File: src/hdl/file_link_pkg.sv
`default_nettype none

package file_link_pkg;

    ////////////////////////////////////////////////////////////////////////////
    // link control codes
    ////////////////////////////////////////////////////////////////////////////
    localparam logic [7:0] SOH = 8'h01;   // start of header
    localparam logic [7:0] SOT = 8'h02;   // start of text
    localparam logic [7:0] EOT = 8'h03;   // end of header block
    localparam logic [7:0] EOF = 8'h04;   // end of file
    localparam logic [7:0] ACK = 8'h06;

    // fifo sizing
    localparam int FIFO_DEPTH = 16;
    localparam int FIFO_PTR_W = 4;        // log2 of depth

    // serial bit timing and the counters that walk each bit
    localparam int CLKS_PER_BIT = 8;
    localparam int BIT_CNT_W = 3;
    localparam logic [BIT_CNT_W-1:0] BIT_LAST = BIT_CNT_W'(CLKS_PER_BIT - 1);
    localparam logic [BIT_CNT_W-1:0] BIT_HALF = BIT_CNT_W'(CLKS_PER_BIT / 2 - 1);

    // a byte with its write or arrival strobe
    typedef struct packed {
        logic [7:0] data;
        logic       valid;
    } byte_strobe_t;

    // sender fsm states
    typedef enum logic [3:0] {
        IDLE         = 4'd0,
        SEND_SOH     = 4'd1,
        WAIT_ACK_SOH = 4'd2,
        SEND_EOT     = 4'd3,
        WAIT_ACK_EOT = 4'd4,
        SEND_SOT     = 4'd5,
        WAIT_ACK_SOT = 4'd6,
        SEND_CONTENT = 4'd7,
        WAIT_ACK_EOF = 4'd8,
        DONE         = 4'd9
    } send_state_t;

endpackage

`default_nettype wire
File: src/hdl/file_link_top.sv
`timescale 1ns/1ps
`default_nettype none

module file_link_top (
    input  wire logic                        clk,
    input  wire logic                        reset,
    input  wire logic                        start_send,
    input  wire file_link_pkg::byte_strobe_t send_byte,
    output logic                             send_fifo_full,
    output logic                             finish_send,
    output file_link_pkg::send_state_t       state,
    output logic                             txd,
    input  wire logic                        rxd
);

    file_link_pkg::byte_strobe_t tx_byte;      // sender -> tx fifo
    file_link_pkg::byte_strobe_t rx_byte;      // uart rx -> rx fifo
    logic                        tx_fifo_full;
    logic                        tx_fifo_empty;
    logic                        tx_fifo_rd_en;
    logic [7:0]                  tx_fifo_dout;
    logic                        rx_fifo_empty;
    logic                        rx_read_en;
    logic [7:0]                  rx_data;

    ////////////////////////////////////////////////////////////////////////////
    // transmit path
    ////////////////////////////////////////////////////////////////////////////
    send_file i_send_file (
        .clk            (clk),
        .reset          (reset),
        .start_send     (start_send),
        .send_byte      (send_byte),
        .send_fifo_full (send_fifo_full),
        .finish_send    (finish_send),
        .state          (state),
        .tx_fifo_full   (tx_fifo_full),
        .tx_byte        (tx_byte),
        .rx_data        (rx_data),
        .rx_data_rdy    (~rx_fifo_empty),
        .rx_read_en     (rx_read_en)
    );

    byte_fifo i_tx_fifo (
        .clk   (clk),
        .reset (reset),
        .wr    (tx_byte),
        .rd_en (tx_fifo_rd_en),
        .dout  (tx_fifo_dout),
        .empty (tx_fifo_empty),
        .full  (tx_fifo_full)
    );

    uart_tx i_uart_tx (
        .clk        (clk),
        .reset      (reset),
        .fifo_dout  (tx_fifo_dout),
        .fifo_empty (tx_fifo_empty),
        .fifo_rd_en (tx_fifo_rd_en),
        .txd        (txd)
    );

    ////////////////////////////////////////////////////////////////////////////
    // receive path, full flag unused since acks are drained while waiting
    ////////////////////////////////////////////////////////////////////////////
    uart_rx i_uart_rx (
        .clk     (clk),
        .reset   (reset),
        .rxd     (rxd),
        .rx_byte (rx_byte)
    );

    byte_fifo i_rx_fifo (
        .clk   (clk),
        .reset (reset),
        .wr    (rx_byte),
        .rd_en (rx_read_en),
        .dout  (rx_data),
        .empty (rx_fifo_empty),
        .full  ()
    );

endmodule

`default_nettype wire

File: src/hdl/send_file.sv
`timescale 1ns/1ps
`default_nettype none

module send_file (
    input  wire logic                        clk,
    input  wire logic                        reset,
    // user side
    input  wire logic                        start_send,     // pulse, idle only
    input  wire file_link_pkg::byte_strobe_t send_byte,      // into send fifo
    output logic                             send_fifo_full,
    output logic                             finish_send,    // one cycle in DONE
    output file_link_pkg::send_state_t       state,          // debug
    // tx fifo side
    input  wire logic                        tx_fifo_full,
    output file_link_pkg::byte_strobe_t      tx_byte,
    // rx fifo side
    input  wire logic [7:0]                  rx_data,        // head of rx fifo
    input  wire logic                        rx_data_rdy,    // rx fifo not empty
    output logic                             rx_read_en
);

    logic       send_fifo_empty;
    logic [7:0] send_fifo_dout;
    logic       is_send;          // in one of the SEND states
    logic       is_wait;          // in one of the WAIT states
    logic       move;             // byte goes send fifo -> tx fifo this cycle
    logic [7:0] frame_code;       // code that ends the current SEND state
    logic       code_sent;
    logic       ack_seen;

    ////////////////////////////////////////////////////////////////////////////
    // send fifo, user fills it before start
    ////////////////////////////////////////////////////////////////////////////
    byte_fifo i_send_fifo (
        .clk   (clk),
        .reset (reset),
        .wr    (send_byte),
        .rd_en (move),
        .dout  (send_fifo_dout),
        .empty (send_fifo_empty),
        .full  (send_fifo_full)
    );

    // state decode
    always_comb
    begin
        is_send    = 1'b0;
        is_wait    = 1'b0;
        frame_code = file_link_pkg::EOF;   // content runs until EOF
        case (state)
            file_link_pkg::SEND_SOH:
            begin
                is_send    = 1'b1;
                frame_code = file_link_pkg::SOH;
            end
            file_link_pkg::SEND_EOT:
            begin
                is_send    = 1'b1;
                frame_code = file_link_pkg::EOT;
            end
            file_link_pkg::SEND_SOT:
            begin
                is_send    = 1'b1;
                frame_code = file_link_pkg::SOT;
            end
            file_link_pkg::SEND_CONTENT: is_send = 1'b1;
            file_link_pkg::WAIT_ACK_SOH,
            file_link_pkg::WAIT_ACK_EOT,
            file_link_pkg::WAIT_ACK_SOT,
            file_link_pkg::WAIT_ACK_EOF: is_wait = 1'b1;
            default: ;
        endcase
    end

    assign move          = is_send & ~send_fifo_empty & ~tx_fifo_full;
    assign tx_byte.data  = send_fifo_dout;
    assign tx_byte.valid = move;
    assign code_sent     = move & (send_fifo_dout == frame_code);
    assign rx_read_en    = is_wait & rx_data_rdy;   // drain anything waiting
    assign ack_seen      = rx_read_en & (rx_data == file_link_pkg::ACK);
    assign finish_send   = (state == file_link_pkg::DONE);

    ////////////////////////////////////////////////////////////////////////////
    // stop-and-wait fsm
    ////////////////////////////////////////////////////////////////////////////
    always_ff @(posedge clk)
    begin
        if (reset)
            state <= file_link_pkg::IDLE;
        else
        begin
            case (state)
                file_link_pkg::IDLE:
                    if (start_send)
                        state <= file_link_pkg::SEND_SOH;
                file_link_pkg::SEND_SOH:
                    if (code_sent)
                        state <= file_link_pkg::WAIT_ACK_SOH;
                file_link_pkg::WAIT_ACK_SOH:
                    if (ack_seen)
                        state <= file_link_pkg::SEND_EOT;
                file_link_pkg::SEND_EOT:
                    if (code_sent)
                        state <= file_link_pkg::WAIT_ACK_EOT;
                file_link_pkg::WAIT_ACK_EOT:
                    if (ack_seen)
                        state <= file_link_pkg::SEND_SOT;
                file_link_pkg::SEND_SOT:
                    if (code_sent)
                        state <= file_link_pkg::WAIT_ACK_SOT;
                file_link_pkg::WAIT_ACK_SOT:
                    if (ack_seen)
                        state <= file_link_pkg::SEND_CONTENT;
                file_link_pkg::SEND_CONTENT:
                    if (code_sent)               // EOF just went out
                        state <= file_link_pkg::WAIT_ACK_EOF;
                file_link_pkg::WAIT_ACK_EOF:
                    if (ack_seen)
                        state <= file_link_pkg::DONE;
                default:
                    state <= file_link_pkg::IDLE;  // DONE and stray codes
            endcase
        end
    end

    a_no_write_full: assert property (@(posedge clk) disable iff (reset)
        tx_byte.valid |-> !tx_fifo_full);

endmodule

`default_nettype wire

File: src/hdl/uart_rx.sv
`timescale 1ns/1ps
`default_nettype none

module uart_rx (
    input  wire logic                   clk,
    input  wire logic                   reset,
    input  wire logic                   rxd,      // async serial in
    output file_link_pkg::byte_strobe_t rx_byte   // valid for one cycle per frame
);

    logic                                rxd_meta;
    logic                                rxd_sync;
    logic                                rxd_last;  // for edge detect
    logic                                fall;
    logic                                busy;
    logic [file_link_pkg::BIT_CNT_W-1:0] bit_cnt;
    logic [3:0]                          bit_idx;   // 0 start, 1..8 data, 9 stop
    logic [7:0]                          shreg;

    ////////////////////////////////////////////////////////////////////////////
    // two-flop synchronizer plus edge detect
    ////////////////////////////////////////////////////////////////////////////
    always_ff @(posedge clk)
    begin
        if (reset)
        begin
            rxd_meta <= 1'b1;
            rxd_sync <= 1'b1;
            rxd_last <= 1'b1;
        end
        else
        begin
            rxd_meta <= rxd;
            rxd_sync <= rxd_meta;
            rxd_last <= rxd_sync;
        end
    end

    assign fall = rxd_last & ~rxd_sync;   // high to low, start of frame

    ////////////////////////////////////////////////////////////////////////////
    // frame sampler
    ////////////////////////////////////////////////////////////////////////////
    always_ff @(posedge clk)
    begin
        if (reset)
        begin
            busy          <= 1'b0;
            bit_cnt       <= '0;
            bit_idx       <= '0;
            rx_byte.valid <= 1'b0;
        end
        else
        begin
            rx_byte.valid <= 1'b0;          // strobe by default
            if (!busy)
            begin
                if (fall)
                begin
                    busy    <= 1'b1;
                    bit_cnt <= '0;
                    bit_idx <= '0;
                end
            end
            else if (bit_idx == 4'd0)
            begin
                // half a bit in, start must still be low
                if (bit_cnt == file_link_pkg::BIT_HALF)
                begin
                    bit_cnt <= '0;
                    if (rxd_sync)
                        busy <= 1'b0;       // glitch, back to hunting
                    else
                        bit_idx <= 4'd1;
                end
                else
                    bit_cnt <= bit_cnt + 1'b1;
            end
            else if (bit_cnt == file_link_pkg::BIT_LAST)
            begin
                bit_cnt <= '0;              // now at mid-bit
                if (bit_idx == 4'd9)
                begin
                    busy <= 1'b0;
                    if (rxd_sync)
                    begin
                        rx_byte.data  <= shreg;
                        rx_byte.valid <= 1'b1;
                    end                     // low stop bit, frame dropped
                end
                else
                begin
                    shreg   <= {rxd_sync, shreg[7:1]};  // lsb arrives first
                    bit_idx <= bit_idx + 1'b1;
                end
            end
            else
                bit_cnt <= bit_cnt + 1'b1;
        end
    end

    a_single_strobe: assert property (@(posedge clk) disable iff (reset)
        rx_byte.valid |=> !rx_byte.valid);

endmodule

`default_nettype wire

File: src/hdl/uart_tx.sv
`timescale 1ns/1ps
`default_nettype none

module uart_tx (
    input  wire logic       clk,
    input  wire logic       reset,
    input  wire logic [7:0] fifo_dout,   // head of tx fifo
    input  wire logic       fifo_empty,
    output logic            fifo_rd_en,  // one-cycle pop on load
    output logic            txd          // serial out, idles high
);

    logic                                busy;
    logic [file_link_pkg::BIT_CNT_W-1:0] bit_cnt;  // clocks within a bit
    logic [3:0]                          bit_idx;  // 0 start, 1..8 data, 9 stop
    logic [8:0]                          shreg;    // {stop, data}

    // pull a byte as soon as the line is free
    assign fifo_rd_en = ~busy & ~fifo_empty;

    always_ff @(posedge clk)
    begin
        if (reset)
        begin
            busy    <= 1'b0;
            bit_cnt <= '0;
            bit_idx <= '0;
            txd     <= 1'b1;
        end
        else if (!busy)
        begin
            if (fifo_rd_en)
            begin
                shreg   <= {1'b1, fifo_dout};
                txd     <= 1'b0;            // start bit begins next cycle
                busy    <= 1'b1;
                bit_cnt <= '0;
                bit_idx <= '0;
            end
        end
        else if (bit_cnt == file_link_pkg::BIT_LAST)
        begin
            bit_cnt <= '0;
            if (bit_idx == 4'd9)
                busy <= 1'b0;               // stop bit done, txd already high
            else
            begin
                bit_idx <= bit_idx + 1'b1;
                txd     <= shreg[0];        // lsb first, stop bit falls out last
                shreg   <= {1'b1, shreg[8:1]};
            end
        end
        else
            bit_cnt <= bit_cnt + 1'b1;
    end

    a_idle_high: assert property (@(posedge clk) disable iff (reset)
        !busy |-> txd);

endmodule

`default_nettype wire

File: src/hdl/byte_fifo.sv
`timescale 1ns/1ps
`default_nettype none

module byte_fifo (
    input  wire logic                       clk,
    input  wire logic                       reset,
    input  wire file_link_pkg::byte_strobe_t wr,     // byte plus write strobe
    input  wire logic                       rd_en,  // pop head
    output logic [7:0]                      dout,   // fall-through head
    output logic                            empty,
    output logic                            full
);

    logic [7:0]                           mem [file_link_pkg::FIFO_DEPTH];
    logic [file_link_pkg::FIFO_PTR_W-1:0] wr_ptr;
    logic [file_link_pkg::FIFO_PTR_W-1:0] rd_ptr;
    logic [file_link_pkg::FIFO_PTR_W:0]   count;    // one bit wider than ptrs
    logic                                 push;
    logic                                 pop;

    assign push  = wr.valid & ~full;   // writes into a full fifo are lost
    assign pop   = rd_en & ~empty;
    assign empty = (count == '0);
    assign full  = (count == (file_link_pkg::FIFO_PTR_W + 1)'(file_link_pkg::FIFO_DEPTH));
    assign dout  = mem[rd_ptr];         // head always visible

    // storage array
    always_ff @(posedge clk)
    begin
        if (push)
            mem[wr_ptr] <= wr.data;
    end

    // pointers wrap on their own as depth is a power of two
    always_ff @(posedge clk)
    begin
        if (reset)
        begin
            wr_ptr <= '0;
            rd_ptr <= '0;
            count  <= '0;
        end
        else
        begin
            if (push)
                wr_ptr <= wr_ptr + 1'b1;
            if (pop)
                rd_ptr <= rd_ptr + 1'b1;
            if (push & ~pop)
                count <= count + 1'b1;
            else if (pop & ~push)
                count <= count - 1'b1;  // count holds on push plus pop
        end
    end

    a_count_bound: assert property (@(posedge clk) disable iff (reset)
        count <= (file_link_pkg::FIFO_PTR_W + 1)'(file_link_pkg::FIFO_DEPTH));
    a_no_pop_empty: assert property (@(posedge clk) disable iff (reset)
        rd_en |-> !empty);

endmodule

`default_nettype wire

File: config.mk
export PLATFORM = sky130hd
export DESIGN_NAME = file_link_top
export DESIGN_NICKNAME = d
export VERILOG_FILES = /design/src/hdl/file_link_pkg.sv /design/src/hdl/file_link_top.sv /design/src/hdl/send_file.sv /design/src/hdl/uart_rx.sv /design/src/hdl/uart_tx.sv /design/src/hdl/byte_fifo.sv
export SDC_FILE = /design/constraint.sdc
export NUM_CORES = 1
export LEC_CHECK = 0
export BUFFER_PORTS_ARGS = -buffer_cell sky130_fd_sc_hd__clkbuf_2
export CAP_MARGIN = 40
export CORE_ASPECT_RATIO = 2
export CORE_MARGIN = 1.5
export CORE_UTILIZATION = 56
export CTS_CLUSTER_SIZE = 24
export DETAILED_ROUTE_END_ITERATION = 6
export PLACE_DENSITY = 0.71
export SETUP_SLACK_MARGIN = 0.15
export SLEW_MARGIN = 20
export SYNTH_ARGS = -nofsm -noshare
export SYNTH_HDL_FRONTEND = slang
export SYNTH_SLANG_ARGS = --single-unit
File: constraint.sdc
create_clock -name clk -period 3.26 [get_ports clk]
set_clock_uncertainty 0.1 [all_clocks]
set_input_delay 0.652 -clock clk [delete_from_list [all_inputs] [get_ports clk]]
set_output_delay 0.652 -clock clk [all_outputs]
set_load 0.1 [all_outputs]
==> impl_metrics.json <==
{
  "cts-root-buf": "clkbuf_16",
  "tns_ns": 0,
  "finalPower_w": 0.0145,
  "synth_edf_count": 408,
  "cts_buffers": 40,
  "cts.sinks": 484,
  "hpwl_um": 24600,
  "grt_pass1_wl_um": 54400,
  "io_buffer_count": 19,
  "die_area_um2": 34600,
  "irDropWorstVdd_mv": 0.563,
  "hold_viol": 0,
  "grt_usage": 0.210,
  "dr_total_vias": 9410,
  "die_w_um": 132,
  "grt_pass1_vias": 9864,
  "async_flop_share": 0,
  "drt_wl_total_um": 35000,
  "cp.arrival_ns": 3.22,
  "critical_path.slowest_cell": "mux4_2",
  "pin_count": 20,
  "worst_pin_slew_ns": 0.758,
  "num_rows": 94,
  "via_per_inst": 5.77,
  "synth.distinct_cells": 59,
  "critPathKind": "reg2reg",
  "cts_hold_buf": 0,
  "setup_viol": 0,
  "path_max_fanout": 28,
  "dr.pass1.iters": 4,
  "fmax_mhz": 343,
  "slew_violations": 0,
  "netlist_area_um2": 18700,
  "synth-seq-area-share": 0.737,
  "rsz0062_at_grt": "yes",
  "htree_levels": 2,
  "final_common_cell": "edfxtp_1",
  "slew_headroom": 0.493,
  "clkLatencyLatePin_ns": 0.55,
  "dominantRegCellSynth": "edfxtp_1",
  "initial_core_util": 0.568,
  "clkTransAtPathRegs_ns": 0.07,
  "path_cells": "buf_12, mux4_2, a22oi_1, nand2_1, nor4_2, buf_4, and4_1, a311o_1, a21oi_2",
  "min_period_ns": 2.91,
  "ys_seq_elements": 484,
  "fillers": 2311,
  "status": "completed",
  "final_cell_mix": "edfxtp_1, nor2_1, mux4_2",
  "synth_area_per_cell_um2": 17.1,
  "syn_nets": 1150,
  "n_antenna_cell": 0,
  "die_y_um": 261,
  "drcViolationCount": 0,
  "cp.required_ns": 3.57,
  "wl_per_cell_um": 21.5,
  "cts_tree": "built",
  "grt_max_degree": 51,
  "max_cap_violations": 0,
  "leakagePower_nw": 6.91,
  "power_density_nw_per_um2": 689,
  "worstHoldPathType": "in2reg",
  "drive_gt1_frac": 0.205,
  "postRouteAntennaNets": 0,
  "antenna_found_initial": 0,
  "syn_inst": 1096,
  "area_growth_pct": 12.3,
  "register_area_um2": 13800,
  "clockBufferDepth": 3,
  "drt-initial-drc-count": 532,
  "core_um2": 32900,
  "yosys_warnings": 0,
  "end_kind": "register",
  "startpoint_type": "register",
  "fin_nets": 1222,
  "multi_input_area_um2": 4680,
  "max_stage_delay_ns": 0.54,
  "globalplace.congestion": 0.770,
  "grt.overflow.total": 0,
  "period_share": 0.894
}
## per-stage QoR
stage                     worst slack, ns  utilization  area (um2)  hold slack, ns  std cells
after global placement             0.0473        0.596       19600           0.297       1557
after CTS                           0.177        0.637       21000           0.162       1631
after floorplan                     0.151            -       18700           0.289       1096
after global routing                0.124        0.638       21000           0.184       1632
after detailed placement          0.00144        0.596       19600           0.301       1557
final                               0.346        0.638       21000           0.187       1632
## where the power goes
group | internal (W) | total [W] | switching, W
sequential | 0.00714 | 0.00730 | 0.000163
clock | 0.00275 | 0.00489 | 0.00214
combinational | 0.00107 | 0.00228 | 0.00122
total | 0.0110 | 0.0145 | 0.00352
## cell type report
class,count,area share
multi-input combinational,539,0.223
tap,432,0.0257
clock inverter,27,0.0135
timing repair buffer,76,0.0263
sequential,484,0.657
clock buffer,47,0.0504
inverter,27,0.00483
## synth_stat cells (6+ instances only)
cell | n | share of area
ha_1 | 38 | 0.025
a21o_1 | 7 | 0.0028
nor3b_1 | 6 | 0.0024
nand2b_1 | 8 | 0.0027
nor2_1 | 113 | 0.023
nand4_1 | 11 | 0.0037
nor3_1 | 20 | 0.0054
edfxtp_1 | 408 | 0.66
mux2_2 | 7 | 0.0042
mux2i_1 | 9 | 0.0048
inv_1 | 23 | 0.0046
dfxtp_1 | 76 | 0.081
xnor2_1 | 11 | 0.0052
o21ai_0 | 7 | 0.0019
nor2b_1 | 10 | 0.0033
a22oi_1 | 14 | 0.0056
clkbuf_1 | 28 | 0.0056
nand3_1 | 15 | 0.0040
nand2_1 | 46 | 0.0092
xor2_1 | 22 | 0.010
a21oi_1 | 33 | 0.0088
nor4_1 | 26 | 0.0087
mux4_2 | 73 | 0.088
buf_1 | 10 | 0.0020
## per-layer routing
layer	GRT usage	vias up	routed length (um)
met5	0	-	0
met4	0.0922	0	1430
met3	0.0248	89	947
met2	0.443	171	21300
met1	0.195	4769	11300
li1	-	4381	-
## cell families after synthesis
| family | after synthesis | synth area share |
|---|---|---|
| flops | 484 | 0.737 |
| xor+xnor | 34 | 0.0163 |
| simple gates | 289 | 0.0762 |
| mux | 90 | 0.0976 |
| fa+ha+maj | 41 | 0.0286 |
| compound gates | 85 | 0.0291 |
| buf+inv | 73 | 0.0156 |
## flip-flops by register name, summed over array words and instances, names as in the netlist, 5 cells and up, named ones only
signal / flops
i_rx_fifo.count: 5
i_rx_fifo.mem: 128
i_send_file.i_send_fifo.count: 5
i_send_file.i_send_fifo.mem: 128
i_tx_fifo.count: 5
i_tx_fifo.mem: 128
i_uart_rx.rx_byte: 9
i_uart_rx.shreg: 8
i_uart_tx.shreg: 8
## worst max-delay path, delay by kind of cell (launching register included)
family	cells	cell delay, ns
AOI/OAI and AO/OA	3	0.52
DFF	1	0.34
muxes	1	0.54
buffers and inverters	2	0.43
and+or+nand+nor	3	0.82
## what timing repair did
item | in CTS | in global routing
endpoints found under the setup margin | 4 | 8
gates resized for setup | 2 | 6
buffers inserted | 0 | 0
## path summary, 6_finish.rpt
kind	slack (ns)	startpoint	cells after the start	end
hold / removal	0.19	rxd	2	i_uart_rx.rxd_meta
setup reg to reg	0.35	register	9	i_send_file.state[2]
hold reg to reg	0.32	i_uart_rx.rxd_meta	1	i_uart_rx.rxd_sync
setup / recovery	0.35	register	9	i_send_file.state[2]
Note: power is estimated with default switching activity, not from simulation.
